===== config.mk =====
export PLATFORM = sky130hd
export DESIGN_NAME = branchController
export DESIGN_NICKNAME = d
export VERILOG_FILES = /design/src/source/cpuPkg.sv /design/src/source/branchController.sv
export SDC_FILE = /design/constraint.sdc
export NUM_CORES = 1
export LEC_CHECK = 0
export ABC_AREA = 1
export ABC_CLOCK_PERIOD_IN_PS = 1370
export BUFFER_PORTS_ARGS = -buffer_cell sky130_fd_sc_hd__buf_2
export CAP_MARGIN = 40
export CELL_PAD_IN_SITES_DETAIL_PLACEMENT = 1
export CELL_PAD_IN_SITES_GLOBAL_PLACEMENT = 1
export CORE_ASPECT_RATIO = 0.7
export CORE_MARGIN = 10
export CORE_UTILIZATION = 19
export DETAILED_ROUTE_END_ITERATION = 10
export PLACE_DENSITY = 0.95
export RECOVER_POWER = 25
export SETUP_SLACK_MARGIN = 0.02
export SLEW_MARGIN = 30
export SYNTH_ARGS = -nofsm -noshare
export SYNTH_HDL_FRONTEND = slang
export SYNTH_SLANG_ARGS = --single-unit

===== constraint.sdc =====
create_clock -name vclk -period 1.37
set_input_delay 0.137 -clock vclk [all_inputs]
set_output_delay 0.137 -clock vclk [all_outputs]
set_load 0.1 [all_outputs]

===== src/source/cpuPkg.sv =====
// Processor shared types
package cpuPkg;

	// Primary opcodes.
	typedef enum logic [5:0] {
		opRType = 6'h00,
		opJ     = 6'h02,
		opJal   = 6'h03,
		opBeq   = 6'h04,
		opBne   = 6'h05,
		opAddi  = 6'h08,
		opSlti  = 6'h0A,
		opAndi  = 6'h0C,
		opOri   = 6'h0D,
		opXori  = 6'h0E,
		opLw    = 6'h23,
		opSw    = 6'h2B,
		opHlt   = 6'h3F
	} opcodeT;

	// Function codes of register-type instructions.
	typedef enum logic [5:0] {
		fSll = 6'h00,
		fSrl = 6'h02,
		fJr  = 6'h08,
		fAdd = 6'h20,
		fSub = 6'h22,
		fAnd = 6'h24,
		fOr  = 6'h25,
		fXor = 6'h26,
		fNor = 6'h27,
		fSlt = 6'h2A
	} functT;

	typedef enum logic [3:0] {
		aluAdd = 4'd0,
		aluSub = 4'd1,
		aluAnd = 4'd2,
		aluOr  = 4'd3,
		aluXor = 4'd4,
		aluNor = 4'd5,
		aluSlt = 4'd6,
		aluSll = 4'd7,
		aluSrl = 4'd8
	} aluOpT;

	typedef struct packed {
		logic  regDst;     // Destination is rd.
		logic  aluSrc;     // Second operand is the immediate.
		logic  memToReg;
		logic  regWriteEn;
		logic  memWriteEn;
		logic  memReadEn;
		logic  zeroExtend;
		logic  link;       // Jump-and-link.
		logic  halt;
		aluOpT aluOp;
	} controlT;

	// Registers 0 to 5 with register 0 at index 0.
	typedef logic [5:0][31:0] regWindowT;

endpackage


===== src/source/branchController.sv =====
// Branch and jump decision
`timescale 1ns/1ns

module branchController import cpuPkg::*; (
	input  opcodeT      opcode,
	input  functT       funct,
	input  logic [31:0] operand1,
	input  logic [31:0] operand2,
	output logic        pcSel
);

	logic equal;

	assign equal = (operand1 == operand2);

	always_comb begin
		case (opcode)
			opBeq:      pcSel = equal;
			opBne:      pcSel = !equal;
			opJ, opJal: pcSel = 1'b1;
			opRType:    pcSel = (funct == fJr); // Return through rs.
			default:    pcSel = 1'b0;
		endcase
	end

endmodule


# Yosys cells after proc, flatten, opt, wreduce, memory -nomap -nowiden
# Index checks and enable logic that the tools add are counted.
# word_totals
output_inout_bits,1
elab_cells,10
ramBits,0
romBits,0
latch_bits,0
mem_count,0
regBits,0
# classes
div_mod_pow,0
n_eq_ne,6
order_cmp,0
n_reduce_logical,3
bitwise,0
n_mul,0
shifts,0
add_sub_neg,0
mux,1
# ops
op,count
$eq A32 B32 Y1,1
$eq A6 B2 Y1 const B,2
$eq A6 B3 Y1 const B,2
$eq A6 B4 Y1 const B,1
$logic_not A6 Y1,1
$pmux W1 S4,1
$reduce_or A2 Y1,1
$logic_not A1 Y1,1

# Depth between registers and ports, before layout
# depth
ltp_word,3
ltp_mapped,10
ltp_nobuf,10

# Least setup slack after synthesis
# OpenSTA, ideal clock, no wires.
# synth_path
path_kind,input port to output port
startpoint,input port operand2[11]
endpoint,output port pcSel
n_path_buf,0
required_time_ps,1233
t_arrival_ps,1401
slack_ps,-168
cell_stages,8
path_cell_list,xnor2_1 > nand2_1 > nor2_1 > nand2_1 > nor2_2 > nand2_1 > nand2_1 > nand3_1
# synth_between
elab_chain_len,3
# synth_lines
item,line,rtl
start: declaration,branchController.sv:8,"input logic [31:0] operand2,"
$eq A32 B32 Y1 *,branchController.sv:14,assign equal = (operand1 == operand2);
$logic_not A1 Y1,branchController.sv:19,opBne: pcSel = !equal;
$pmux W1 S4 *,branchController.sv:17,case (opcode)
end: declaration,branchController.sv:9,output logic pcSel
# Every way passes the cells marked *; elsewhere a longest branch is shown, timed or not.

# Final worst setup path
# layout_path
startpoint,input port operand2[23]
endpoint,output port pcSel
# The elaborated chain is that of the path after synthesis.

==> flow_summary.ini <==
[setup_path]
cp_max_fo = 2
crit_path_top_delay_cell = buf_12
critPathMaxStageDelay_ns = 0.18
critPathArrivalTime_ns = 1.18
cp_common_cell = nand2_1
path_class = input port to primary output
cp.required_ns = 1.23
endpoint_kind = primary output
start_kind = input port
worstPathCellList = buf_2 > xnor2_1 > nand2_1 > nor2_1 > nand2_1 > nor2_2 > nand2_1 > nand2_1 > nand3_2 > buf_12

[final_layout]
area_delta_synth_final_pct = 87.7
num-clock-buffers = 0
final_cell_mix = buf_2 (73), nand2_1 (58), inv_1 (25)
ff_latch_area_um2 = 0
finalNetCount = 282
seq_cells = 0
drive_gt1_frac = 0.436
diodes = 0
final_common_cell = buf_2

[sta]
finalHoldViolations = 0
fmax_mhz = 758
finalCriticalPeriod_ns = 1.32
rsz0062_at_grt = true
slew_headroom = 0.820
setup_ws_ns = 0.0505
final-max-slew-violation-count = 0
setup_viol = 0
worstMarginPinSlew_ns = 0.267
fin_crit_sh = 0.963

[route]
vias_per_cell = 4.03
drc = 0
wirelength_um = 2870
first_pass_iters = 2
via_count = 968
wl_per_cell_um = 11.9
drt_first_iter_violations = 5
drtAntennaViolNets = 0

[floorplanning]
num_io_pins = 77
die_w_um = 87.1
initial_utilization = 0.206
dieArea_mm2 = 0.00583
die_h_um = 66.9
coreArea_mm2 = 0.00290
fp-row-count = 16

[worst_hold_path]
min_to = pcSel
worstHoldPathType = input port to primary output
min_from = opcode[1]
hold_depth = 5

[grt]
antenna_found_initial = 0
grt_overflow_total = 0
grt_max_degree = 5
grt_pass1_wl_um = 4550
grt_pass1_vias = 1081
grtUsageTotal = 0.0893

[outcome]
status = finished clean

[place]
port_buffers = 77
pre_cts_slack_ns = 0.0396
post-dp-hpwl_um = 2730
gp_congestion = 0.717

[power]
power.density_mw_per_mm2 = 262
power.share.clock = 0
p_seq_frac = 0
power.internal_mw = 0.169
irDropWorstVdd_v = 0.0000599
power_mw = 0.294
p_sw_frac = 0.425
p_leak_nw = 0.697
p_switching_mw = 0.125
p_comb_frac = 1.000

[clock_tree]
hold_buffers = 0
cts_setup_buffers = 0

[synthesis]
synth_area_per_cell_um2 = 4.75
syn_inst = 126
yosysSeqAreaShare = 0
syn-cell-area_um2 = 598
ys_types = 10
syn_nets = 202
ys_warn_count = 0

[flow_run]
max_cap_violations = 0
how the worst max path moves through the flow:
stage | startpoint | to | slack [ns] | depth (start not counted)
2_1_floorplan | operand2[11] | pcSel | 0.11 | 8
3_3_place_gp | operand2[8] | pcSel | 0.08 | 10
3_5_place_dp | operand2[0] | pcSel | 0.04 | 10
4_1_cts | operand2[0] | pcSel | 0.04 | 10
5_1_grt | operand1[3] | pcSel | -0.09 | 10
6_report | operand2[23] | pcSel | 0.05 | 10
per-layer routing:
| metal | global-route usage | wire (um) |
|---|---|---|
| met1 | 0.0855 | 1020 |
| met2 | 0.191 | 1600 |
| met3 | 0.0267 | 247 |
| met4 | 0 | 0 |
| met5 | 0 | 0 |
synth_stat cells:
cell	instances	area share
or2_2	1	0.010
xnor2_1	21	0.31
nor4_1	1	0.010
nand3_1	3	0.025
nor2_1	11	0.069
nand2_1	58	0.36
inv_1	25	0.16
a31oi_1	1	0.010
nor2_2	2	0.021
nor3_1	3	0.025
power groups by stage:
stage	clock, mW	combinational, mW	sequential, mW
after global routing	0	0.334	0
final	0	0.294	0
after detailed placement	0	0.274	0
after CTS	0	0.275	0
after global placement	0	0.262	0
after floorplan	0	0.125	0
final cells by class:
cell class | instances | area, um^2
multi-input combinational | 101 | 557
fill | 425 | 1780
timing repair buffer | 78 | 427
tap | 36 | 45.0
inverter | 25 | 93.8
worst max-delay path: cells and delay by family:
family                    cells  cell delay, ns
xor gates and xnor gates      1            0.17
buffers and inverters         2            0.29
and+or+nand+nor               7            0.57
stage by stage:
stage | utilization | setup TNS [ns] | cells | hold slack, ns | cell area [um^2]
finish | 0.387 | 0 | 240 | 0.777 | 1120
global route | 0.387 | -0.0903 | 240 | 0.838 | 1120
CTS | 0.364 | 0 | 240 | 0.775 | 1060
detailed placement | 0.364 | 0 | 240 | 0.774 | 1060
global placement | 0.364 | 0 | 240 | 0.759 | 1060
floorplan | - | 0 | 126 | 0.804 | 603
kinds of logic after synthesis:
logic type / share of synthesized area
AND/OR/NAND/NOR: 0.525
buffers and inverters: 0.157
XOR/XNOR: 0.308
AO/OA/AOI/OAI: 0.0105
repair_timing:
item | 4_1_cts | 5_1_grt
endpoints found under the hold margin | 0 | 0
resized for setup | 0 | 10
setup endpoints to repair | 0 | 1
Note: power is estimated with default switching activity, not from simulation.
