File: src/source/cpuPkg.sv
// Processor shared types
package cpuPkg;

	// Primary opcodes.
	typedef enum logic [5:0] {
		opRType = 6'h00,
		opJ     = 6'h02,
		opJal   = 6'h03,
		opBeq   = 6'h04,
		opBne   = 6'h05,
		opAddi  = 6'h08,
		opSlti  = 6'h0A,
		opAndi  = 6'h0C,
		opOri   = 6'h0D,
		opXori  = 6'h0E,
		opLw    = 6'h23,
		opSw    = 6'h2B,
		opHlt   = 6'h3F
	} opcodeT;

	// Function codes of register-type instructions.
	typedef enum logic [5:0] {
		fSll = 6'h00,
		fSrl = 6'h02,
		fJr  = 6'h08,
		fAdd = 6'h20,
		fSub = 6'h22,
		fAnd = 6'h24,
		fOr  = 6'h25,
		fXor = 6'h26,
		fNor = 6'h27,
		fSlt = 6'h2A
	} functT;

	typedef enum logic [3:0] {
		aluAdd = 4'd0,
		aluSub = 4'd1,
		aluAnd = 4'd2,
		aluOr  = 4'd3,
		aluXor = 4'd4,
		aluNor = 4'd5,
		aluSlt = 4'd6,
		aluSll = 4'd7,
		aluSrl = 4'd8
	} aluOpT;

	typedef struct packed {
		logic  regDst;     // Destination is rd.
		logic  aluSrc;     // Second operand is the immediate.
		logic  memToReg;
		logic  regWriteEn;
		logic  memWriteEn;
		logic  memReadEn;
		logic  zeroExtend;
		logic  link;       // Jump-and-link.
		logic  halt;
		aluOpT aluOp;
	} controlT;

	// Registers 0 to 5 with register 0 at index 0.
	typedef logic [5:0][31:0] regWindowT;

endpackage

File: src/source/registerFile.sv
// General purpose register file
`timescale 1ns/1ns

module registerFile import cpuPkg::*; #(
	parameter int dataWidth = 32
) (
	input  logic                 clk,
	input  logic                 rst,
	input  logic                 writeEn,
	input  logic [4:0]           readReg1,
	input  logic [4:0]           readReg2,
	input  logic [4:0]           writeReg,
	input  logic [dataWidth-1:0] writeData,
	output logic [dataWidth-1:0] readData1,
	output logic [dataWidth-1:0] readData2,
	output regWindowT            regWindow
);

	logic [dataWidth-1:0] regs [32];

	always_ff @(posedge clk or negedge rst) begin
		if (!rst) begin
			for (int i = 0; i < 32; i++) begin
				regs[i] <= '0;
			end
		end else if (writeEn && writeReg != 5'd0) begin
			regs[writeReg] <= writeData;
		end
	end

	assign readData1 = (readReg1 == 5'd0) ? '0 : regs[readReg1];
	assign readData2 = (readReg2 == 5'd0) ? '0 : regs[readReg2];

	always_comb begin
		for (int i = 0; i < 6; i++) begin
			regWindow[i] = regs[i];
		end
	end

endmodule

File: config.mk
export PLATFORM = sky130hd
export DESIGN_NAME = registerFile
export DESIGN_NICKNAME = d
export VERILOG_FILES = /design/src/source/cpuPkg.sv /design/src/source/registerFile.sv
export SDC_FILE = /design/constraint.sdc
export NUM_CORES = 2
export LEC_CHECK = 0
export BUFFER_PORTS_ARGS = -buffer_cell sky130_fd_sc_hd__buf_2
export CAP_MARGIN = 5
export CORE_AREA = 2 2 338 340
export DETAILED_ROUTE_END_ITERATION = 8
export DIE_AREA = 0 0 340 342
export PLACE_DENSITY = 0.65
export SYNTH_ARGS = -nofsm -noshare
export SYNTH_HDL_FRONTEND = slang
export SYNTH_SLANG_ARGS = --single-unit
File: constraint.sdc
create_clock -name clk -period 2.5 [get_ports clk]
set_input_delay 0.25 -clock clk [delete_from_list [all_inputs] [get_ports clk]]
set_output_delay 0.25 -clock clk [all_outputs]
set_load 0.02 [all_outputs]
# ---- Word-level counts from Yosys, hierarchy flattened
# Index checks and enable logic that the tools add are counted.
dict set report op_classes {
  n_lt_le_gt_ge 4
  bitwise_logic 3
  muxes 11
  n_reduce_logical 5
}
# operator count
set ops {}
lappend ops {{$bwmux W1024} 1}
lappend ops {{$bmux W32 S5} 2}
lappend ops {{$mux W32} 7}
lappend ops {{$demux W32 S5} 1}
lappend ops {{$ge A6 B6 Y1 const B} 3}
lappend ops {{$not A5 Y6} 3}
lappend ops {{$logic_not A5 Y1} 2}
lappend ops {{$lt A6 B1 Y1 const B} 1}
lappend ops {{$reduce_bool A5 Y1} 1}
lappend ops {{$logic_and A1 B1 Y1} 2}
dict set report word_totals {
  output_inout_bits 256
  regBits 1024
  word_cells 55
  input_bits 50
}

# ---- Logic depth before layout (Yosys ltp)
dict set report logic_depth {
  depth_word 6
  ltp_mapped 7
}

# ---- Worst setup path after synthesis
# No wires, ideal clock.
dict set report synth_path {
  kind {input to output}
  from {in readReg1[0]}
  to {out readData1[14]}
  required_time_ps 2250
  path_slack_ps 331
  path_stages 7
  arrival_time_ps 1919
  n_path_buf 4
  cell_sequence {buf_2 -> inv_1 -> buf_2 -> buf_2 -> clkbuf_1 -> o2111ai_1 -> a311oi_1}
}
dict set report synth_via {
  elab_chain_len 5
  elab_cells_between_ends 6
  classes_between {4 x mux; 1 x bitwise; 1 x reduce/logical}
}
# element line_no
set synth_lines {}
lappend synth_lines {{start: declaration} registerFile.sv:10} ;# input logic [4:0] readReg1,
lappend synth_lines {{$not A5 Y6 (not written as such)} registerFile.sv:31} ;# assign readData1 = (readReg1 == 5'd0) ? '0 : regs[readReg1];
lappend synth_lines {{$bmux W32 S5} registerFile.sv:31}
lappend synth_lines {{$mux W32 (not written as such) (2 in series)} registerFile.sv:31}
lappend synth_lines {{$mux W32 (*)} registerFile.sv:31}
lappend synth_lines {{end: declaration} registerFile.sv:14} ;# output logic [dataWidth-1:0] readData1,
# Every way passes the cells marked *; elsewhere a longest branch is shown, timed or not. The select of a mux whose other input is x is not followed.

# ---- Worst setup path after layout
dict set report layout_path {
  from {reg regs, in the netlist regWindow[40]}
  to {out readData1[8]}
}
dict set report layout_via {
  elab_chain_len 4
}
# element line_no
set layout_lines {}
lappend layout_lines {{start: declaration} registerFile.sv:19} ;# logic [dataWidth-1:0] regs [32];
lappend layout_lines {{start signal: indexed assignment} registerFile.sv:27} ;# regs[writeReg] <= writeData;
lappend layout_lines {{$bmux W32 S5} registerFile.sv:31}
lappend layout_lines {{$mux W32 (not written as such) (2 in series)} registerFile.sv:31}
lappend layout_lines {{$mux W32} registerFile.sv:31}
# Every way passes these cells. The select of a mux whose other input is x is not followed.

==> results.md <==
* Nets at 4226
* Post-synth top area cell: dfrtp_1
* Crit path max fanout at 4
* Pint at 37.0 mW
* Synth area leaders: dfrtp_1 46%, mux2_2 21%, mux4_2 18%, buf_4 3.0%, mux2i_1 2.3%
* Pwr Total at 52.1 mW
* Pwr dens at 778 mW/mm²
* Sequential share of power at 0.426
* Cell count after synthesis at 3813
* Drt first pass iters at 6
* Avg Inst Size Synth at 14.6 µm²
* Critical path class: reg -> out
* Clk Latency, worst-skew pair at 0.68 ns
* DP Area at 0.0609 mm²
* Post-synthesis cell area at 0.0558 mm²
* TNS Setup at -12.62 ns
* Post-DP HPWL at 122 mm
* P_leak at 29.6 nW
* Fin crit share at 1.17
* Yosys top cell area share at 0.459
* Fillers at 8675
* Cell variety after synth at 35
* Die ar. at 0.116 mm²
* Starting Density at 0.493
* Run status: complete, but fails checks
* Min-Delay Path Class: in -> async
* Maximum vdd drop at 523 µV
* CTS root buffer: clkbuf_16
* Area of the core at 0.113 mm²
* Final-report setup violation count at 64
* Synth warnings at 0
* Skew final at 0 ns
* Failing checks: negative setup slack
* Initial antenna violation count at 16
* Gr usage total at 0.321
* Seq cells post-synth at 1024
* Sw frac at 0.290
* Max-cap violations at 0
* Placed insts at 5464
* Port Buffers at 305
* Die Y-Extent at 342 µm
* Worst R2R Setup Slack at 1.44 ns
* Finished Layout Cells at 5784
* First-pass GRT wire length at 273 mm
* Clock power frac at 0.323
* Total net switching power at 15.1 mW
* CP Launch Type: flop
* Vias in the first global route at 38337
* Largest net degree at the start of global routing at 105
* Slowest cell on crit path: a311oi_1
* Ratio of cells with drive above 1 in the final layout at 0.644
* Relative slew slack at 0.305
* Slew at the pin closest to its max-slew limit at 1.04 ns
* Arr. time, crit path at 2.67 ns
* Synth top cells by count: 1046 x mux2_2, 1024 x dfrtp_1, 448 x mux4_2
* Slew Limit Fails at 0
* Clock Tree Buf Depth at 3
* DRC Markers at 0
* Via count at 38214
* Fin Hold WS at 0.101 ns
* CP peak stage delay at 0.56 ns
* GP Congestion at 0.886
* Final instance area at 0.0669 mm²
* Kind of end point of the critical path: primary output
* Post-synth EDFFs at 0
* Top FF cell, synth: dfrtp_1
* Max Fclk at 0.342 GHz
* Fin crit period at 2.92 ns
* H-tree levels at 3
* Register area share after synthesis at 0.459
* Total wire length at 187 mm
* Vias/cell at 6.61
* Count leader, synth: mux2_2
* Total congestion overflow at 0
* Final ANT Viol Nets at 0
* FFs w/ async S/R, synth at 1.00
* Final hold vios at 0
* Worst setup margin at -0.422 ns
* RSZ-0062 raised after global routing: yes
* Routed WL per cell at 32.4 µm
* Combinational fraction of design power at 0.251
* Io pins at 306
* CTS tree: yes
* Clock sinks at 1024
* Num CTS Buffers at 108
* Critical path, cell by cell: mux4_2 > nor2b_1 > a211oi_1 > buf_4 > a311oi_1 > buf_2
* Required @ worst endpoint at 2.25 ns
* Area growth from synthesis to layout at 19.9%
* Cell Rows at 124
* Die width at 340 µm
* Initial DRC count at 3882
* Clk slew on worst S/H paths at 0.06 ns
* Syn nets at 3863
## routing by layer
layer / up-vias / track usage / wire length, µm
li1: 15211 / - / -
met1: 20757 / 0.462 / 78300
met2: 1882 / 0.486 / 85400
met3: 352 / 0.0688 / 17100
met4: 12 / 0.109 / 6250
met5: - / 0 / 68
## registers in the layout (all words and copies together), names as in the netlist
signal / count
regs: 832
regWindow: 192
## layout make-up
| type | instances | area (µm²) | share of cell area |
|---|---|---|---|
| flip-flops and latches | 1024 | 25600 | 0.383 |
| diodes | 8 | 20.0 | 0.000299 |
| multi-input cells | 2163 | 28100 | 0.420 |
| clock buffers | 157 | 3190 | 0.0476 |
| clock inverters | 41 | 494 | 0.00738 |
| inverters | 2 | 10.0 | 0.000150 |
| repair buffers | 877 | 7560 | 0.113 |
| well taps | 1512 | 1890 | 0.0283 |
## power by group through the flow
| stage | Sequential, mW | Clock [mW] | Combinational (mW) |
|---|---|---|---|
| final | 22.2 | 16.8 | 13.0 |
| after global routing | 22.6 | 17.6 | 13.8 |
| after CTS | 22.1 | 17.0 | 12.8 |
| after detailed placement | 22.5 | 0 | 11.7 |
| after global placement | 22.3 | 0 | 11.5 |
| after floorplan | 21.5 | 0 | 8.88 |
## logic make-up (layout without fill, tap and decap cells)
group	Yosys count	in the layout	synth area share
multiplexers	1632	1632	0.417
flip-flops	1024	1024	0.459
buffers and inverters	626	1077	0.0612
AO/OA/AOI/OAI	366	366	0.0472
AND/OR/NAND/NOR	165	165	0.0157
other	0	8	0
## placed cells by master, fill, tap and decap left out, types with 8 or more instances in the layout
| master | count |
|---|---|
| mux2_2 | 1025 |
| dfrtp_1 | 1019 |
| buf_4 | 465 |
| mux4_2 | 448 |
| buf_2 | 249 |
| mux2i_1 | 128 |
| buf_12 | 111 |
| clkbuf_16 | 110 |
| a22oi_1 | 60 |
| o21ai_0 | 57 |
| buf_6 | 46 |
| a221oi_1 | 45 |
| a211oi_2 | 40 |
| nand2_1 | 38 |
| nor2b_1 | 37 |
| nor2b_4 | 32 |
| a311oi_1 | 26 |
| clkbuf_8 | 26 |
| o21ai_1 | 24 |
| clkinv_2 | 23 |
| a311oi_2 | 22 |
| mux2_4 | 21 |
| clkbuf_1 | 21 |
| o21ai_2 | 20 |
| a211oi_1 | 19 |
| o2111ai_1 | 18 |
| a311oi_4 | 16 |
| nor2_4 | 14 |
| nand2_2 | 11 |
| mux2_1 | 10 |
| bufinv_16 | 10 |
| o21ai_4 | 9 |
| diode_2 | 8 |
## repair_timing
item	in CTS	in global routing
buffers inserted	108	10
endpoints found under the hold margin	209	0
gates cloned	0	0
hold buffers	1	0
endpoints found under the setup margin	64	64
resized for setup	281	83
pin swaps	59	29
## final timing paths
kind / cells after the start / startpoint / endpoint
worst max-delay path: 6 / regWindow[40]$_DFFE_PN0P_ / readData1[8]
worst min-delay path: 2 / rst / regs[764]$_DFFE_PN0P_
worst max register to register: 3 / regWindow[174]$_DFFE_PN0P_ / regWindow[174]$_DFFE_PN0P_
worst min register to register: 0 / regWindow[7]$_DFFE_PN0P_ / regWindow[7]$_DFFE_PN0P_
max in group asynchronous: 3 / rst / regWindow[136]$_DFFE_PN0P_
min in group clk: 2 / writeData[20] / regWindow[148]$_DFFE_PN0P_
## stage by stage
step                      utilization  worst slack (ns)
after floorplan                     -             0.331
after global placement          0.539            -0.693
after detailed placement        0.539            -0.704
after CTS                       0.588            -0.371
after global routing            0.592            -0.485
final                           0.592            -0.422
## worst max-delay path: cells and delay by family (launching register included)
family,cells,cell delay (ns)
flip-flops,1,0.39
AO/OA/AOI/OAI,2,0.64
AND/OR/NAND/NOR,1,0.18
multiplexers,1,0.26
buffers and inverters,2,0.50
No activity file was read; power rests on OpenSTA's default activity.
