### src/source/cpuPkg.sv
// Processor shared types
package cpuPkg;

	// Primary opcodes.
	typedef enum logic [5:0] {
		opRType = 6'h00,
		opJ     = 6'h02,
		opJal   = 6'h03,
		opBeq   = 6'h04,
		opBne   = 6'h05,
		opAddi  = 6'h08,
		opSlti  = 6'h0A,
		opAndi  = 6'h0C,
		opOri   = 6'h0D,
		opXori  = 6'h0E,
		opLw    = 6'h23,
		opSw    = 6'h2B,
		opHlt   = 6'h3F
	} opcodeT;

	// Function codes of register-type instructions.
	typedef enum logic [5:0] {
		fSll = 6'h00,
		fSrl = 6'h02,
		fJr  = 6'h08,
		fAdd = 6'h20,
		fSub = 6'h22,
		fAnd = 6'h24,
		fOr  = 6'h25,
		fXor = 6'h26,
		fNor = 6'h27,
		fSlt = 6'h2A
	} functT;

	typedef enum logic [3:0] {
		aluAdd = 4'd0,
		aluSub = 4'd1,
		aluAnd = 4'd2,
		aluOr  = 4'd3,
		aluXor = 4'd4,
		aluNor = 4'd5,
		aluSlt = 4'd6,
		aluSll = 4'd7,
		aluSrl = 4'd8
	} aluOpT;

	typedef struct packed {
		logic  regDst;     // Destination is rd.
		logic  aluSrc;     // Second operand is the immediate.
		logic  memToReg;
		logic  regWriteEn;
		logic  memWriteEn;
		logic  memReadEn;
		logic  zeroExtend;
		logic  link;       // Jump-and-link.
		logic  halt;
		aluOpT aluOp;
	} controlT;

	// Registers 0 to 5 with register 0 at index 0.
	typedef logic [5:0][31:0] regWindowT;

endpackage

### src/source/alu.sv
// Arithmetic logic unit
`timescale 1ns/1ns

module alu import cpuPkg::*; #(
	parameter int dataWidth = 32
) (
	input  logic [dataWidth-1:0] operand1,
	input  logic [dataWidth-1:0] operand2,
	input  aluOpT                opSel,
	output logic [dataWidth-1:0] result,
	output logic                 zero
);

	logic lessThan;

	// Signed compare for slt and slti.
	assign lessThan = $signed(operand1) < $signed(operand2);

	always_comb begin
		case (opSel)
			aluAdd:  result = operand1 + operand2;
			aluSub:  result = operand1 - operand2;
			aluAnd:  result = operand1 & operand2;
			aluOr:   result = operand1 | operand2;
			aluXor:  result = operand1 ^ operand2;
			aluNor:  result = ~(operand1 | operand2);
			aluSlt:  result = {{(dataWidth-1){1'b0}}, lessThan};
			aluSll:  result = operand1 << operand2[4:0];
			aluSrl:  result = operand1 >> operand2[4:0];
			default: result = '0;
		endcase
	end

	assign zero = (result == '0);

endmodule

### config.mk
export PLATFORM = sky130hd
export DESIGN_NAME = alu
export DESIGN_NICKNAME = d
export VERILOG_FILES = /design/src/source/cpuPkg.sv /design/src/source/alu.sv
export SDC_FILE = /design/constraint.sdc
export NUM_CORES = 1
export LEC_CHECK = 0
export ABC_AREA = 1
export ABC_CLOCK_PERIOD_IN_PS = 3900
export BUFFER_PORTS_ARGS = -buffer_cell sky130_fd_sc_hd__buf_2
export CORE_AREA = 10 10 164 166
export DETAILED_ROUTE_END_ITERATION = 6
export DIE_AREA = 0 0 174 176
export SLEW_MARGIN = 5
export SYNTH_ARGS = -nofsm -noshare
export SYNTH_HDL_FRONTEND = slang
export SYNTH_SLANG_ARGS = --single-unit
export TNS_END_PERCENT = 5
### constraint.sdc
create_clock -name vclk -period 3.9
set_input_delay 0.78 -clock vclk [all_inputs]
set_output_delay 0.78 -clock vclk [all_outputs]
set_load 0.01 [all_outputs]
; Word level (Yosys, flattened, before mapping)
; Cells that the tools add are included.
[op_classes]
n_eq_ne = 8
shift = 2
magnitude_cmp = 1
bitwise_logic = 4
n_mux = 1
addsub = 2
reduce_logical = 2
[op_table]
columns = operator, n
row1 = $pmux W32 S9, 1
row2 = $add A32 B32 Y32, 1
row3 = $and A32 B32 Y32, 1
row4 = $logic_not A32 Y1, 1
row5 = $lt A32 B32 Y1, 1
row6 = $not A32 Y32, 1
row7 = $or A32 B32 Y32, 1
row8 = $shl A32 B5 Y32, 1
row9 = $shr A32 B5 Y32, 1
row10 = $sub A32 B32 Y32, 1
row11 = $xor A32 B32 Y32, 1
row12 = $eq A4 B3 Y1 const B, 4
row13 = $eq A4 B2 Y1 const B, 2
row14 = $eq A4 B1 Y1 const B, 1
row15 = $eq A4 B4 Y1 const B, 1
row16 = $logic_not A4 Y1, 1
[word_totals]
out_inout_bits = 33
elab_cells = 20
inputBits = 68
regBits = 0

; Depth between registers and ports, before layout
; Gate-level depths: netlist of the first run.
[logic_depth]
word_depth = 4
ltp_mapped = 24
mapped_depth_nobuf = 20

; Worst setup path before layout of the first run
; Ideal clock, no wire load.
[synth_path]
kind = input port to output port
startpoint = in operand2[3]
endpoint = out zero
path_stages = 23
required_time_ps = 3120
arrival_ps = 3139
path_buffers = 4
setup_slack_ps = -19
path_cell_list = buf_2 inv_1 buf_2 buf_2 ha_1 buf_4 nor2_1 nand2_1 inv_1 nand2_1 nand2_1 nand2_1 nand2_1 nand2_1 nand2_1 nand2_1 nand3_1 nand3_1 nor2_1 nand2_1 nor2_1 nand2_1 nor2_1
[synth_between]
elab_cells_between_ends = 11
classes_between = add/sub (2) / order compare (1) / shift (2) / mux (1) / bitwise (4) / reduce/logical (1)
[synth_rtl]
columns = element, line
row1 = from (decl), alu.sv:8  ; input logic [dataWidth-1:0] operand2,
row2 = $sub A32 B32 Y32 (tied with other cells), alu.sv:22  ; aluSub: result = operand1 - operand2;
row3 = $pmux W32 S9 (*), alu.sv:20  ; case (opSel)
row4 = named net result[31], alu.sv:10  ; output logic [dataWidth-1:0] result,
row5 = $logic_not A32 Y1 (*), alu.sv:34  ; assign zero = (result == '0);
row6 = to (decl), alu.sv:11  ; output logic zero
; Mark *: on every way through the listed nets, which the timed path passes. The rest lies on a longest branch.

; Final worst setup path of the first run
[layout_path]
startpoint = in operand1[11]
endpoint = out zero
[layout_between]
elab_chain_len = 4
elab_cells_between_ends = 11
classes_between = add/sub (2) / order compare (1) / shift (2) / mux (1) / bitwise (4) / reduce/logical (1)
[layout_lines]
columns = element, line
row1 = from (decl), alu.sv:7  ; input logic [dataWidth-1:0] operand1,
row2 = branches (longest 2 deep; another with $sub A32 B32 Y32), -
row3 = $pmux W32 S9 (*), alu.sv:20
row4 = $logic_not A32 Y1 (*), alu.sv:34
; Mark *: on every way between the ends.

==> results of run 1 <==
## metal layers
metal | vias up | part of all wire (%) | track usage (%)
met5 | - | 0.045 | 0
met4 | 4 | 8.9 | 23.66
met3 | 277 | 10 | 5.019
met2 | 1186 | 42 | 55.30
met1 | 7615 | 39 | 43.62
li1 | 7786 | - | -
## Yosys cell counts (all sizes together)
cell,number,area [sq um]
a31oi,2,12.51
o2111ai,1,8.760
ha,97,1214
buf,79,488.0
inv,355,1338
or2,9,56.30
nor4,4,25.02
o21ai,54,270.3
a21oi,52,260.3
o211a,1,10.01
o31ai,1,7.510
o21bai,7,52.55
fa,2,40.04
a211oi,5,37.54
and2,16,100.1
nor3b,1,7.510
o22ai,15,93.84
clkinv,2,7.510
nor3,21,115.1
clkbuf,17,66.31
nand2,696,2705
nand3b,1,7.510
and3,3,18.77
o211ai,13,107.6
nand4,34,212.7
nor2,220,843.3
nand3,457,2312
o21a,2,15.01
## kinds of logic after synthesis
| family | Yosys count | synth area share (%) |
|---|---|---|
| compound gates | 153 | 8.395 |
| fa+ha+maj | 99 | 12.02 |
| buf+inv | 453 | 18.21 |
| simple gates | 1462 | 61.38 |
## cell type report
| type | instances | area, sq um | share of cell area (%) |
|---|---|---|---|
| multi-input combinational | 1714 | 10540 | 64.02 |
| inverter | 357 | 1370 | 8.320 |
| timing repair buffer | 541 | 4149 | 25.20 |
| tap | 324 | 405.4 | 2.462 |
## what timing repair did
action	4_1_cts	5_1_grt
gates cloned	0	3
endpoints found under the setup margin	1	1
setup buffers	10	34
gates resized for setup	177	415
pin swaps	27	152
## power groups by stage
stage	combinational (mW)	sequential (mW)	clock (mW)
3_5_place_dp	1.95	0	0
4_1_cts	2.09	0	0
5_1_grt	2.66	0	0
6_report	2.50	0	0
3_3_place_gp	1.93	0	0
2_1_floorplan	1.01	0	0
## worst max-delay path by stage
stage | endpoint | from | depth (start not counted) | slack [ns]
after floorplan | zero | operand2[2] | 22 | 0.008
after global placement | zero | operand1[3] | 22 | -0.57
after detailed placement | zero | operand1[3] | 22 | -0.54
after CTS | zero | operand2[0] | 19 | 0.001
after global routing | zero | operand1[11] | 19 | -0.13
final | zero | operand1[11] | 18 | -0.03
## through the flow
stage                     hold slack (ns)  area [sq um]
final                               2.217         16470
after global routing                2.247         16470
after CTS                           2.203         14680
after detailed placement            2.201         13870
after global placement              2.189         13870
after floorplan                     1.756         10440
==> results.ini, run 1 <==
[final_layout]
drive_gt1_share_pct=39.36
regArea_sq_um=0
instances_no_fill=2936
utilization_pct=69.13
final_common_cell=nand2_1
syn2layout_area_growth_pct=57.84
fin_nets=2781
seq_cell_count=0
diodes=0
fill_cells=2269
layout_common_cells=nand2_1 (537), buf_4 (414), nand3_1 (375)
nClkBuffers=0

[critical_path]
critPathLaunchType=primary input
critPathRequiredTime_ns=3.12
max_stage_delay_ns=0.36
crit_path_end_kind=primary output
cp.buffers_inverters=4
arrival_ns=3.15
path_class=primary input to primary output
critPathTopFamily=simple AND/OR/NAND/NOR gates
crit_chain=buf_4 -> inv_1 -> ha_4 -> nand2_4 -> nor2_4 -> inv_2 -> nor3_4 -> nand3_2 -> nand3_1 -> nand2_1 -> nand3_1 -> nand3_2 -> nor2_1 -> nand2_1 -> nor2_2 -> nand2_2 -> nor2_4 -> buf_6
crit_slowest_cell=ha_4
cp_max_fo=7

[logic_synthesis]
ys_seq_area_share_pct=0
ys_types=42
synth_fp_nets=2334
synth.avg_cell_area_sq_um=4.814
yosys_warnings=0
synthCells=2167
syn_area_sq_mm=0.01043

[sta]
finalMaxSlewViolations=0
finalHoldViolations=0
setup_viol=1
fin_setup_tns_ns=-0.02788
fmax_ghz=0.2546
layout_setup_ws_ns=-0.02788
min_period_ns=3.928
fin_crit_sh_pct=100.7
tightest_slew_ns=0.5546
slew_headroom_pct=63.02

[die]
core-area_sq_mm=0.02382
die-area_sq_mm=0.03062
io_pins=101
placementRows=57
initial_utilization_pct=43.80
die_h_um=176
die_w_um=174

[power]
combPwrFrac_pct=100.0
seqPwrFrac_pct=0
p_leak_nw=9.045
p_sw_mw=1.478
p_int_mw=1.027
power.density_mw_per_mm2=152.1
max-vdd-ir-drop_mv=0.08050
clock_power_share_pct=0
switching_share_pct=59.00
power_mw=2.505

[place]
io_buffers=101
dp.cells=2890
pre_cts_ws_ns=-0.5399
place.gp.congestion=1.103
place_hpwl_mm=47.66

[grt]
grtUsageTotal_pct=35.01
grt_pass1_vias=15227
grt_pass1_wl_mm=85.20
antenna_found_initial=2
grt-ovfl-total=0
grt_max_degree=77

[cts]
cts_hold_buf=0

[routing]
drtPass1Iterations=7
wirelength_mm=59.90
routed_via_density=5.745
vias=16868
drc=4
ant_nets=0
wl_per_cell_um=20.40
first_iter_violations=2165

[flow_run]
drv_cap=0

[hold_path]
min_from=opSel[3]
hold_path_class=primary input to primary output
min_to=result[8]
hold_depth=7

[status]
status=complete, but fails checks
violations=design-rule violations, negative setup slack

Power figures use the tool's default switching activity.
==> inputs of run 2 (changes only) <==
ABC_AREA = default   (was 1)
CORE_AREA = 10 10 155 157   (was 10 10 164 166)
DIE_AREA = 0 0 165 167   (was 0 0 174 176)
PLACE_DENSITY = 0.65   (was default)
==> run 2 against run 1 <==
Largest cell class unchanged. Wire length shrank 8.2%. Critical path depth up 3. Total power fell by 5.9%. Final area fell by 9.6%. Clock-buffer cell count stayed put. The run ends with negative setup slack left. Highest routed layer unchanged. Synthesized area decreased by 11%. Flip-flop and latch count unchanged. First-iteration DRC count decreased by 9.1%. Worst setup slack got worse by 1.4 ns. Via count shrank 13%. Combinational power down 6%.
==> results.ini, run 2 <==
[status]
status=complete, but fails checks
violations=negative setup slack

[place]
io_buffers=101  ; unchanged
place.gp.congestion=1.110  ; +0.64%
place_hpwl_mm=45.10  ; -5.4%
pre_cts_ws_ns=-1.535  ; -0.9948 ns

[routing]
ant_nets=0  ; unchanged
vias=14717  ; -13%
wl_per_cell_um=24.36  ; +19%
routed_via_density=6.518  ; +13%
drtPass1Iterations=6  ; -1
drc=0  ; -4
first_iter_violations=1968  ; -9.1%
wirelength_mm=55.00  ; -8.2%

[logic_synthesis]
yosys.area.top_type_share_pct=13.13  ; -11 points
synth_fp_nets=1561  ; -33%
synth.avg_cell_area_sq_um=6.628  ; +38%
yosys.area.top_type=ha_1
synth_common_cells=nand2_1 (140), nor2_1 (129), ha_1 (97), o21ai_0 (95), inv_1 (94)
synth.area.top_cells=ha_1 (13%), mux2i_1 (6.3%), nand2_1 (5.7%), nor2_1 (5.2%), o21ai_0 (5.1%)
ys_seq_area_share_pct=0  ; unchanged
syn_area_sq_mm=0.009240  ; -11%
yosys_warnings=0  ; unchanged
ys_types=86  ; +100%
synthCells=1394  ; -36%
synth_most_common_cell=nand2_1

[sta]
setup_viol=27  ; +26
tightest_slew_ns=0.9660  ; +0.4113 ns
fin_hold_ws_ns=2.369  ; +0.1524 ns
finalHoldViolations=0  ; unchanged
rsz0062_at_grt=yes
fin_setup_tns_ns=-14.66  ; -14.63 ns
fin_crit_sh_pct=137.0  ; +36 points
finalMaxSlewViolations=0  ; unchanged
min_period_ns=5.342  ; +1.414 ns
layout_setup_ws_ns=-1.442  ; -1.414 ns
slew_headroom_pct=35.44  ; -28 points
fmax_ghz=0.1872  ; -26%

[die]
die_h_um=167  ; -5.1%
core-area_sq_mm=0.02082  ; -13%
die-area_sq_mm=0.02756  ; -10%
initial_utilization_pct=44.38  ; +0.58 points
io_pins=101  ; unchanged
die_w_um=165  ; -5.2%
placementRows=53  ; -7.0%

[final_layout]
final_common_cell=buf_4
seq_cell_count=0  ; unchanged
layout_common_cells=buf_4 (578), nand2_1 (140), nor2_1 (125)
fin_nets=2152  ; -23%
diodes=0  ; unchanged
syn2layout_area_growth_pct=61.03
nClkBuffers=0  ; unchanged
regArea_sq_um=0  ; unchanged
drive_gt1_share_pct=42.11  ; +2.8 points

[critical_path]
critical_path.most_common_cell=buf_4
arrival_ns=4.56  ; +1.41 ns
cp_max_fo=9  ; +2
critPathLaunchType=primary input
max_stage_delay_ns=0.51  ; +0.15 ns
crit_path_end_kind=primary output
critPathRequiredTime_ns=3.12  ; about the same
path_class=primary input to primary output
crit_slowest_cell=or4_4
crit_chain=buf_2 -> buf_4 -> buf_6 -> buf_8 -> buf_6 -> mux2i_1 -> mux2i_1 -> mux2i_1 -> buf_4 -> nor2_1 -> a2111oi_2 -> buf_4 -> nand2b_1 -> or4_4 -> nor4_4 -> nand4b_1 -> nor4_2 -> buf_4 -> nand3b_1 -> nor4b_4 -> buf_2

[power]
power_mw=2.356  ; -5.9%
power.density_mw_per_mm2=158.4  ; +4.1%
max-vdd-ir-drop_mv=0.1104  ; +37%
p_leak_nw=7.102  ; -21%

[flow_run]
drv_cap=0  ; unchanged

[hold_path]
hold_depth=7  ; unchanged
hold_path_class=primary input to primary output
min_from=operand2[31]
min_to=result[31]

[cts]
cts_hold_buf=0  ; unchanged

[grt]
grt_pass1_vias=14008  ; -8.0%
grt-ovfl-total=0  ; unchanged
grt_pass1_wl_mm=80.81  ; -5.2%
antenna_found_initial=3  ; +1
grtUsageTotal_pct=37.09  ; +2.1 points
grt_max_degree=54  ; -30%

==> run 2: cell count changes in the layout (fill, tap and decap cells not counted), moves of 48 or more <==
cell,change
nor2_2,-48
nand2_2,-135
a21oi_1,+50
o21ai_0,+56
nand2_1,-397
nand3_1,-358
inv_1,-207
mux2i_1,+52
buf_4,+164
nand3_2,-70
==> run 2: how the worst max path moves through the flow <==
stage                     start   end  slack [ns]
finish              operand2[2]  zero       -1.44
global route        operand2[0]  zero       -1.53
CTS                 operand2[2]  zero       -1.45
detailed placement  operand1[0]  zero       -1.53
global placement    operand1[1]  zero       -1.47
floorplan           operand2[3]  zero       -0.91
==> run 2: power breakdown <==
group	switching, mW	internal (mW)	leakage (nW)
logic	1.27	1.08	7.10
registers	0	0	0
clock network	0	0	0
total	1.27	1.08	7.10
==> run 2: timing repair <==
item | 4_1_cts | 5_1_grt
gates resized for setup | 57 | 50
gates cloned | 1 | 0
setup buffers | 2 | 3
pin swaps | 13 | 13
setup endpoints to repair | 30 | 33
==> run 2: cell type report <==
| class | instances | area, sq um |
|---|---|---|
| well taps | 275 | 344.1 |
| multi-input cells | 1186 | 8960 |
| fillers | 1766 | 5943 |
| inverters | 98 | 376.6 |
| repair buffers | 699 | 5199 |
==> run 2: critical path: cells and delay by family <==
kind,cells,cell delay [ns]
and+or+nand+nor,8,1.54
buffers and inverters,9,1.37
muxes,3,0.65
AOI/OAI and AO/OA,1,0.21
==> run 2: per-layer routing <==
| metal | global-route usage [%] | vias up | part of all wire, % |
|---|---|---|---|
| met3 | 11.64 | 242 | 15 |
| met4 | 11.86 | 2 | 4.5 |
| met5 | 0 | - | 0.024 |
| met2 | 55.31 | 1121 | 42 |
| li1 | - | 6464 | - |
| met1 | 49.24 | 6888 | 38 |
==> run 2: stage by stage <==
step / cells / util (%) / area (sq um)
floorplan: 1394 / - / 9463
global placement: 2252 / 68.71 / 14310
detailed placement: 2252 / 68.71 / 14310
CTS: 2255 / 70.29 / 14640
global route: 2258 / 71.46 / 14880
finish: 2258 / 71.46 / 14880
==> run 2: cell families after synthesis <==
| kind of cell | synth area share (%) |
|---|---|
| AO/OA/AOI/OAI | 39.81 |
| XOR/XNOR | 1.801 |
| adder cells (fa/ha/maj) | 13.57 |
| buffers and inverters | 9.289 |
| multiplexers | 12.90 |
| AND/OR/NAND/NOR | 22.63 |
