**src/source/cpuPkg.sv**
```systemverilog
// Processor shared types
package cpuPkg;

	// Primary opcodes.
	typedef enum logic [5:0] {
		opRType = 6'h00,
		opJ     = 6'h02,
		opJal   = 6'h03,
		opBeq   = 6'h04,
		opBne   = 6'h05,
		opAddi  = 6'h08,
		opSlti  = 6'h0A,
		opAndi  = 6'h0C,
		opOri   = 6'h0D,
		opXori  = 6'h0E,
		opLw    = 6'h23,
		opSw    = 6'h2B,
		opHlt   = 6'h3F
	} opcodeT;

	// Function codes of register-type instructions.
	typedef enum logic [5:0] {
		fSll = 6'h00,
		fSrl = 6'h02,
		fJr  = 6'h08,
		fAdd = 6'h20,
		fSub = 6'h22,
		fAnd = 6'h24,
		fOr  = 6'h25,
		fXor = 6'h26,
		fNor = 6'h27,
		fSlt = 6'h2A
	} functT;

	typedef enum logic [3:0] {
		aluAdd = 4'd0,
		aluSub = 4'd1,
		aluAnd = 4'd2,
		aluOr  = 4'd3,
		aluXor = 4'd4,
		aluNor = 4'd5,
		aluSlt = 4'd6,
		aluSll = 4'd7,
		aluSrl = 4'd8
	} aluOpT;

	typedef struct packed {
		logic  regDst;     // Destination is rd.
		logic  aluSrc;     // Second operand is the immediate.
		logic  memToReg;
		logic  regWriteEn;
		logic  memWriteEn;
		logic  memReadEn;
		logic  zeroExtend;
		logic  link;       // Jump-and-link.
		logic  halt;
		aluOpT aluOp;
	} controlT;

	// Registers 0 to 5 with register 0 at index 0.
	typedef logic [5:0][31:0] regWindowT;

endpackage

```
**src/source/controlUnit.sv**
```systemverilog
// Instruction decoder
`timescale 1ns/1ns

module controlUnit import cpuPkg::*; (
	input  opcodeT  opcode,
	input  functT   funct,
	output controlT ctrl
);

	always_comb begin
		ctrl = '0;
		case (opcode)
			opRType: begin
				ctrl.regDst     = 1'b1;
				ctrl.regWriteEn = 1'b1;
				case (funct)
					fAdd: ctrl.aluOp = aluAdd;
					fSub: ctrl.aluOp = aluSub;
					fAnd: ctrl.aluOp = aluAnd;
					fOr:  ctrl.aluOp = aluOr;
					fXor: ctrl.aluOp = aluXor;
					fNor: ctrl.aluOp = aluNor;
					fSlt: ctrl.aluOp = aluSlt;
					fSll: ctrl.aluOp = aluSll;
					fSrl: ctrl.aluOp = aluSrl;
					default: begin
						// jr and unknown codes write nothing.
						ctrl.regDst     = 1'b0;
						ctrl.regWriteEn = 1'b0;
					end
				endcase
			end
			opAddi, opSlti: begin
				ctrl.aluSrc     = 1'b1;
				ctrl.regWriteEn = 1'b1;
				ctrl.aluOp      = (opcode == opSlti) ? aluSlt : aluAdd;
			end
			opAndi, opOri, opXori: begin
				ctrl.aluSrc     = 1'b1;
				ctrl.regWriteEn = 1'b1;
				ctrl.zeroExtend = 1'b1;
				case (opcode)
					opAndi:  ctrl.aluOp = aluAnd;
					opOri:   ctrl.aluOp = aluOr;
					default: ctrl.aluOp = aluXor;
				endcase
			end
			opLw: begin
				ctrl.aluSrc     = 1'b1;
				ctrl.memToReg   = 1'b1;
				ctrl.regWriteEn = 1'b1;
				ctrl.memReadEn  = 1'b1;
				ctrl.aluOp      = aluAdd;
			end
			opSw: begin
				ctrl.aluSrc     = 1'b1;
				ctrl.memWriteEn = 1'b1;
				ctrl.aluOp      = aluAdd;
			end
			opBeq, opBne: ctrl.aluOp = aluSub;
			opJal: begin
				ctrl.regWriteEn = 1'b1;
				ctrl.link       = 1'b1;
				ctrl.aluOp      = aluAdd;
			end
			opHlt:   ctrl.halt = 1'b1;
			default: ctrl = '0; // j and unknown opcodes.
		endcase
	end

endmodule

```
**config.mk**
```make
export PLATFORM = sky130hd
export DESIGN_NAME = controlUnit
export DESIGN_NICKNAME = d
export VERILOG_FILES = /design/src/source/cpuPkg.sv /design/src/source/controlUnit.sv
export SDC_FILE = /design/constraint.sdc
export NUM_CORES = 1
export LEC_CHECK = 0
export BUFFER_PORTS_ARGS = -buffer_cell sky130_fd_sc_hd__buf_2
export CORE_AREA = 2 2 39 41
export DETAILED_ROUTE_END_ITERATION = 8
export DIE_AREA = 0 0 41 43
export PLACE_DENSITY = 0.57
export SYNTH_ARGS = -nofsm -noshare
export SYNTH_HDL_FRONTEND = slang
export SYNTH_SLANG_ARGS = --single-unit
export TNS_END_PERCENT = 100
```
**constraint.sdc**
```tcl
create_clock -name vclk -period 1.6
set_input_delay 0 -clock vclk [all_inputs]
set_output_delay 0 -clock vclk [all_outputs]
set_load 0.02 [all_outputs]
```
Yosys cells after proc, flatten, opt, wreduce, memory -nomap -nowiden --
Index checks and enable logic that the tools add are counted.
Word-level totals: bits in registers 0, bits in latches 0, RAM bits 0, memory bits (read-only) 0, output and inout port bits 13, memories 0
Operators by class: $add $sub $neg 0, $mul 0, divide/modulo/power cells 0, magnitude comparators 0, equality and inequality tests 19, shifts and indexed selects 0, muxes and demuxes 13, bitwise logic cells 0, reductions and logical operators 8
Operator list (count):
- 6-bit equality test (second input constant) | 10
- 4-bit one-hot mux with 8 select lines | 1
- 6-bit by 4-bit equality test with 1-bit output (second input constant) | 5
- 4-bit one-hot mux with 4 select lines | 1
- 7-bit OR reduction | 2
- 6-bit by 2-bit equality test with 1-bit output (second input constant) | 2
- 6-bit by 3-bit equality test with 1-bit output (second input constant) | 2
- 6-bit logical NOT | 2
- 9-bit OR reduction | 1
- 1-bit two-way mux | 8
- 3-bit one-hot mux with 2 select lines | 1
- 2-bit OR reduction | 2
- 3-bit two-way mux | 1
- 3-bit OR reduction | 1
- 1-bit one-hot mux with 2 select lines | 1

Longest topological paths before layout --
Gate-level depths: netlist of the first run.
depth after elaboration 4, gate-level depth with buffers 5, mapped depth without buffers 4

Worst setup path before layout of the first run --
OpenSTA, ideal clock, no wires.
kind in2out, start input opcode[0], end output ctrl[0] (netlist name), arrival 1.535 ns, slack 0.065 ns, cell stages on the path 4, path buffers 1, path through clkbuf_1 nor3_1 a21oi_1 a2111oi_0
RTL lines:
- start: declaration | RTL line controlUnit.sv:5 | input opcodeT opcode,
- end: declaration | RTL line controlUnit.sv:7 | output controlT ctrl

==> results of run 1 <==
-- synthesized netlist by cell type, types with 2 or more instances --
cell	n	area, um2
nor2_1	10	37.5
a211o_1	2	17.5
nand2_1	7	26.3
nand2b_1	3	18.8
clkbuf_1	3	11.3
buf_2	2	10.0
nor4b_1	2	17.5
nand3_1	3	15.0
nor4_1	2	12.5
nor3_1	2	10.0
a21oi_1	3	15.0
inv_1	2	7.51
or3_4	2	22.5
-- routing by layer --
metal / global-route usage, % / vias to the layer above
li1: - / 248
met3: 0.524 / 0
met1: 16.5 / 199
met5: 0 / -
met4: 0 / 0
met2: 20.0 / 20
-- cell families after synthesis --
kind of cell,after synthesis,synth area share [%]
AO/OA/AOI/OAI,14,30.9
XOR/XNOR,1,2.70
buffers and inverters,8,11.2
AND/OR/NAND/NOR,34,55.2
-- report_power, final --
| part | total (W) | internal, W | switching (W) | leakage, nW |
|---|---|---|---|---|
| logic | 0.0000913 | 0.0000356 | 0.0000556 | 0.208 |
| registers | 0 | 0 | 0 | 0 |
| clock network | 0 | 0 | 0 | 0 |
| total | 0.0000913 | 0.0000356 | 0.0000556 | 0.208 |
-- layout by cell type (no fill, tap or decap), drive strengths merged --
cell	n
a2111oi	1
a211o	2
a211oi	1
a21oi	4
a22oi	1
a31oi	1
buf	26
inv	2
nand2	7
nand2b	3
nand3	3
nand4	1
nor2	10
nor2b	1
nor3	2
nor4	2
nor4b	2
o21ai	1
o22ai	1
o2bb2ai	1
o31a	1
or2	1
or3	2
xnor2	1
-- worst min-delay path: cells and delay by family --
| kind | cells | cell delay [ns] |
|---|---|---|
| AND/OR/NAND/NOR | 1 | 0.05 |
| buffers and inverters | 2 | 0.28 |
-- worst paths after layout --
path	end	slack, ns	cells after the start
hold / removal	ctrl[11]	0.33	3
setup / recovery	ctrl[1]	0.24	6
-- per-stage QoR --
step           cell area [um2]  hold WS [ns]
2_1_floorplan              324        0.0798
3_3_place_gp               448         0.334
3_5_place_dp               448         0.334
4_1_cts                    448         0.335
5_1_grt                    448         0.359
6_report                   448         0.333
-- cell type report --
type | instances | share of cell area, %
repair buffers | 26 | 29.6
well taps | 16 | 4.47
inverters | 2 | 1.68
multi-input cells | 49 | 64.2
==> results_dict.tcl, run 1 <==
set metrics [dict create \
    status "completed" \
    irDropWorstVdd_mv 0.0656 \
    total_power_w 0.0000913 \
    grtUsageTotal_pct 11.7 \
    wl_met3_um 82 \
    grt_max_degree 12 \
    synth_cell_types 27 \
    drt_first_pass_iters 4 \
    hp-class "primary input to output port" \
    wl_um 982 \
    area_growth_pct 38.2 \
    worst_pin_slew_ns 0.316 \
    io_buffers 25 \
    clkbuf_count 0 \
    syn-num-nets 69 \
    fin_util_pct 32.4 \
    start_util_pct 23.4 \
    regArea_um2 0 \
    vias_per_cell 5.02 \
    netlist_area_um2 324 \
    drc 0 \
    overflow 0 \
    core.rowCount 14 \
    io_pins 25 \
    critPathMaxStageDelay_ns 0.39 \
    cp.required_ns 1.60 \
    cts.hold.buffers_added 0 \
    cp_data_arrival_time_ns 1.36 \
    fillers 167 \
    setup_tns_ns 0 \
    diodes 0 \
    synthCells 57 \
    place.gp.congestion 0.754 \
    layout_setup_ws_ns 0.244 \
    crit_buf_inv 2 \
    synth_area_per_cell_um2 5.69 \
    die-area_um2 1760 \
    crit_start "funct[0]" \
    finalHoldViolCount 0 \
    p_leak_nw 0.208 \
    seq_area_frac_synth_pct 0 \
    setup_viol 0 \
    wire_per_inst_um 10.6 \
    drive_gt1_share_pct 37.7 \
    crit_chain "buf_2, or3_4, a211o_1, a211o_1, a21oi_2, buf_2" \
    crit_fanout 3 \
    antenna_found_initial 0 \
    rsz0062_at_grt "false" \
    die_w_um 41 \
    p_per_area_nw_per_um2 204 \
    place_ws_ns 0.247 \
    min_period_ns 1.36 \
    final_cells 93 \
    drv_slew 0 \
    hp-start "opcode[4]" \
    die_h_um 43 \
    fmax_mhz 738 \
    cts_resized 0 \
    critPathKind "primary input to output port" \
    vias 467 \
    initialDrtViolationCount 8 \
    startpoint_type "primary input" \
    grt_pass1_vias 393 \
    drv_cap 0 \
    coreArea_um2 1380 \
    ant_nets 0 \
    cp_slowest_cell "or3_4" \
    hpwl_um 770 \
    crit_family "compound AO/OA/AOI/OAI gates" \
    period_share_pct 84.7 \
    grt_pass1_wl_um 1570 \
    wl_met1_um 482 \
    multi_input_area_um2 288 \
    max_slew_margin_pct 78.4 \
    crit_path_end_kind "output port" \
    ys.warnings.count 0 \
    top_layer_used "met3" \
    dr_wl_met2_um 417 \
    finalNetCount 91 \
    post-cts-setup-buffers 0 \
    dp.cells 93 \
    nFlopsAndLatches 0 \
]
(Power assumes the default switching activity.)
==> run 2, diff against run 1 <==
Clock period 1.6 ns to 1.25 ns, I/O delays scaled along.
==> run 2 against run 1 <==
Final cell count increased by 8.6%. Critical path type unchanged. Total power grew 56%. Critical path depth is the same. Clock-buffer cell count unchanged. Sequential share of layout area unchanged. Cell area rose by 20%. Highest routed layer unchanged. Largest cell class unchanged. Global-route usage down 0.10 points. Wire length increased by 6.3%.
==> results_dict.tcl, run 2 (same netlist as run 1, synthesis figures left out) <==
set metrics [dict create \
    status "completed" \
    p_leak_nw 0.250 \
    finalHoldViolCount 0 \
    die_w_um 41 \
    p_sw_w 0.0000780 \
    drv_cap 0 \
    antenna_found_initial 0 \
    ant_nets 0 \
    io_buffers 25 \
    min_period_ns 1.25 \
    area_growth_pct 65.3 \
    vias 495 \
    wire_per_inst_um 10.3 \
    setup_tns_ns 0 \
    grt_pass1_vias 410 \
    combPwrFrac_pct 100.0 \
    grt_max_degree 11 \
    final_common_cell "buf_2" \
    place.gp.congestion 0.766 \
    die-area_um2 1760 \
    overflow 0 \
    grt_pass1_wl_um 1570 \
    crit_fanout 2 \
    p_per_area_nw_per_um2 266 \
    p_int_w 0.0000645 \
    vias_per_cell 4.90 \
    hpwl_um 860 \
    setup_viol 0 \
    critPathKind "primary input to output port" \
    cts.hold.buffers_added 0 \
    sw_frac_of_total_pct 54.8 \
    placed_area_um2 522 \
    die_h_um 43 \
    period_share_pct 99.9 \
    drive_gt1_share_pct 47.1 \
    diodes 0 \
    finalNetCount 99 \
    irDropWorstVdd_mv 0.0710 \
    io_pins 25 \
    startpoint_type "primary input" \
    place_ws_ns -0.104 \
    drv_slew 0 \
    regArea_um2 0 \
    clkbuf_count 0 \
    layout_setup_ws_ns 0.00115 \
    drc 0 \
    most-common-layout-cells "buf_2, nor2_1, buf_4" \
    cp.required_ns 1.25 \
    crit_path_end_kind "output port" \
    hp-class "primary input to output port" \
    rsz0062_at_grt "true" \
    cp_data_arrival_time_ns 1.25 \
    worst_pin_slew_ns 0.238 \
    seq_power_share_pct 0 \
    post-cts-setup-buffers 0 \
    initialDrtViolationCount 10 \
    clkPwrFrac_pct 0 \
    core.rowCount 14 \
    start_util_pct 23.4 \
    coreArea_um2 1380 \
    fin_area_um2 536 \
    wl_um 1040 \
    drt_first_pass_iters 4 \
    fmax_mhz 801 \
    grtUsageTotal_pct 11.6 \
    max_slew_margin_pct 83.9 \
    nFlopsAndLatches 0 \
]
-- run 2: changes by cell type in the layout (fill, tap and decap cells not counted), sizes merged --
| cell | previous run | this run |
|---|---|---|
| buf | 26 | 34 |
-- run 2: what timing repair did --
item | CTS | global route
resized for setup | 2 | 1
setup endpoints to repair | 1 | 2
pin swaps | 4 | 1
-- run 2: layer usage --
metal	part of all wire, %	wire length, um	GRT usage [%]	up-vias
met5	0	0	0	-
met4	0	0	0	0
met3	6.0	63	0	0
met2	50	523	21.6	16
met1	44	457	14.9	213
li1	-	-	-	266
-- run 2: worst paths after layout --
check,startpoint,endpoint,slack (ns),cells after the start
setup / recovery,funct[5],ctrl[1],0.001,6
hold / removal,funct[3],ctrl[3],0.38,3
-- run 2: area by class of cell --
cell class,count,area (um2)
repair buffers,34,201
multi-input cells,49,307
inverters,2,7.51
fillers,161,848
well taps,16,20.0
-- run 2: power groups by stage --
| stage | registers [W] | clock network, W | logic [W] |
|---|---|---|---|
| floorplan | 0 | 0 | 0.0000748 |
| global placement | 0 | 0 | 0.000137 |
| detailed placement | 0 | 0 | 0.000138 |
| CTS | 0 | 0 | 0.000141 |
| global route | 0 | 0 | 0.000158 |
| finish | 0 | 0 | 0.000142 |
-- run 2: per-stage QoR --
stage	utilization (%)	power (W)	cells	hold slack [ns]
after floorplan	-	0.0000748	57	0.0565
after global placement	37.7	0.000137	101	0.372
after detailed placement	37.7	0.000138	101	0.378
after CTS	38.3	0.000141	101	0.378
after global routing	38.7	0.000158	101	0.403
final	38.7	0.000142	101	0.378
-- run 2: critical path: stages --
cell and delay [ns]:
buf_6 0.09, or3_4 0.37, a211o_1 0.26, a211o_1 0.26, a21oi_2 0.12, buf_4 0.15
==> run 3, diff against run 2 <==
Settings changed: GPL_TIMING_DRIVEN from default to 0, PLACE_DENSITY 0.57 to default.
==> run 3 against run 2 <==
Critical path type unchanged. Setup slack lost 0.033 ns. Largest cell class unchanged. Wire length grew 1.7%. The run now ends with negative setup slack left. Total power down 2.8%. Final cell count fell by 5.0%.
==> results_dict.tcl, run 3 (same netlist as run 1, synthesis figures left out) <==
set metrics [dict create \
    die-area_um2 1760 \
    drv_slew 0 \
    die_h_um 43 \
    drive_gt1_share_pct 45.0 \
    fin_util_pct 38.4 \
    wire_per_inst_um 11.1 \
    period_share_pct 103 \
    grtUsageTotal_pct 12.6 \
    grt_max_degree 11 \
    drc 0 \
    p_per_area_nw_per_um2 260 \
    drt_first_pass_iters 4 \
    finalHoldViolCount 0 \
    crit_path_end_kind "output port" \
    hpwl_um 761 \
    status "complete, but fails checks" \
    clkbuf_count 0 \
    io_buffers 22 \
    max_slew_margin_pct 74.0 \
    cp_data_arrival_time_ns 1.28 \
    irDropWorstVdd_mv 0.0754 \
    sw_frac_of_total_pct 57.9 \
    violations "negative setup slack" \
    clkPwrFrac_pct 0 \
    critPathKind "primary input to output port" \
    fin_area_um2 532 \
    coreArea_um2 1380 \
    seq_power_share_pct 0 \
    overflow 0 \
    start_util_pct 23.4 \
    wl_um 1060 \
    nFlopsAndLatches 0 \
    worst_pin_slew_ns 0.390 \
    setup_viol 1 \
    io_pins 25 \
    cp.required_ns 1.25 \
    grt_pass1_wl_um 1700 \
    min_period_ns 1.28 \
    min_path_cells 3 \
    final_common_cell "buf_2" \
    hp-start "opcode[4]" \
    p_int_w 0.0000584 \
    die_w_um 41 \
    p_sw_w 0.0000801 \
    core.rowCount 14 \
    placed_area_um2 468 \
    crit_fanout 2 \
    vias 483 \
    holdWs_ns 0.339 \
    most-common-layout-cells "buf_2, nor2_1, nand2_1" \
    ant_nets 0 \
    crit_start "funct[2]" \
    hp-class "primary input to output port" \
    startpoint_type "primary input" \
    layout_setup_ws_ns -0.0320 \
    regArea_um2 0 \
    vias_per_cell 5.03 \
    antenna_found_initial 0 \
    setup_tns_ns -0.0320 \
    p_leak_nw 0.234 \
    place.gp.congestion 0.765 \
    combPwrFrac_pct 100.0 \
    initialDrtViolationCount 1 \
    fmax_mhz 780 \
    drv_cap 0 \
    place_ws_ns -0.126 \
    grt_pass1_vias 431 \
    diodes 0 \
    finalNetCount 94 \
    area_growth_pct 64.1 \
    rsz0062_at_grt "true" \
]
run 3: cell count changes in the layout (fill, tap and decap cells not counted), sizes merged:
cell	previous run	this run
buf	34	25
clkbuf	0	4
run 3: final cells by class:
type	count	area (um2)
Buffer	5	27.5
Fill cell	156	852
Inverter	2	7.51
Multi-Input combinational cell	49	328
Tap cell	16	20.0
Timing Repair Buffer	24	149
run 3: worst max-delay path: stages:
cell and delay, ns:
buf_6 0.09, or3_4 0.38, a211o_1 0.26, a211o_1 0.26
a21oi_2 0.16, buf_6 0.13
run 3: repair_timing:
| item | in CTS | in global routing |
|---|---|---|
| setup endpoints to repair | 2 | 4 |
| hold buffers | 0 | 0 |
| buffers inserted | 2 | 0 |
| pin swaps | 4 | 3 |
| gates resized for setup | 5 | 10 |
| cloned | 0 | 0 |
run 3: path summary, 6_finish.rpt:
kind	to	slack, ns
max	ctrl[1]	-0.03
min	ctrl[11]	0.34
run 3: power by group through the flow:
stage                logic, W  clock network (W)  registers [W]
finish               0.000138                  0              0
CTS                  0.000129                  0              0
global placement     0.000117                  0              0
global route         0.000155                  0              0
floorplan           0.0000748                  0              0
detailed placement   0.000119                  0              0
run 3: per-stage QoR:
step | total power (W) | std cells
floorplan | 0.0000748 | 57
global placement | 0.000117 | 95
detailed placement | 0.000119 | 95
CTS | 0.000129 | 96
global route | 0.000155 | 96
finish | 0.000138 | 96
run 3: layer usage:
layer,GRT usage [%],vias up,routed length (um)
li1,-,251,-
met1,18.0,220,453
met2,21.6,12,557
met3,0,0,52
met4,0,0,0
met5,0,-,0
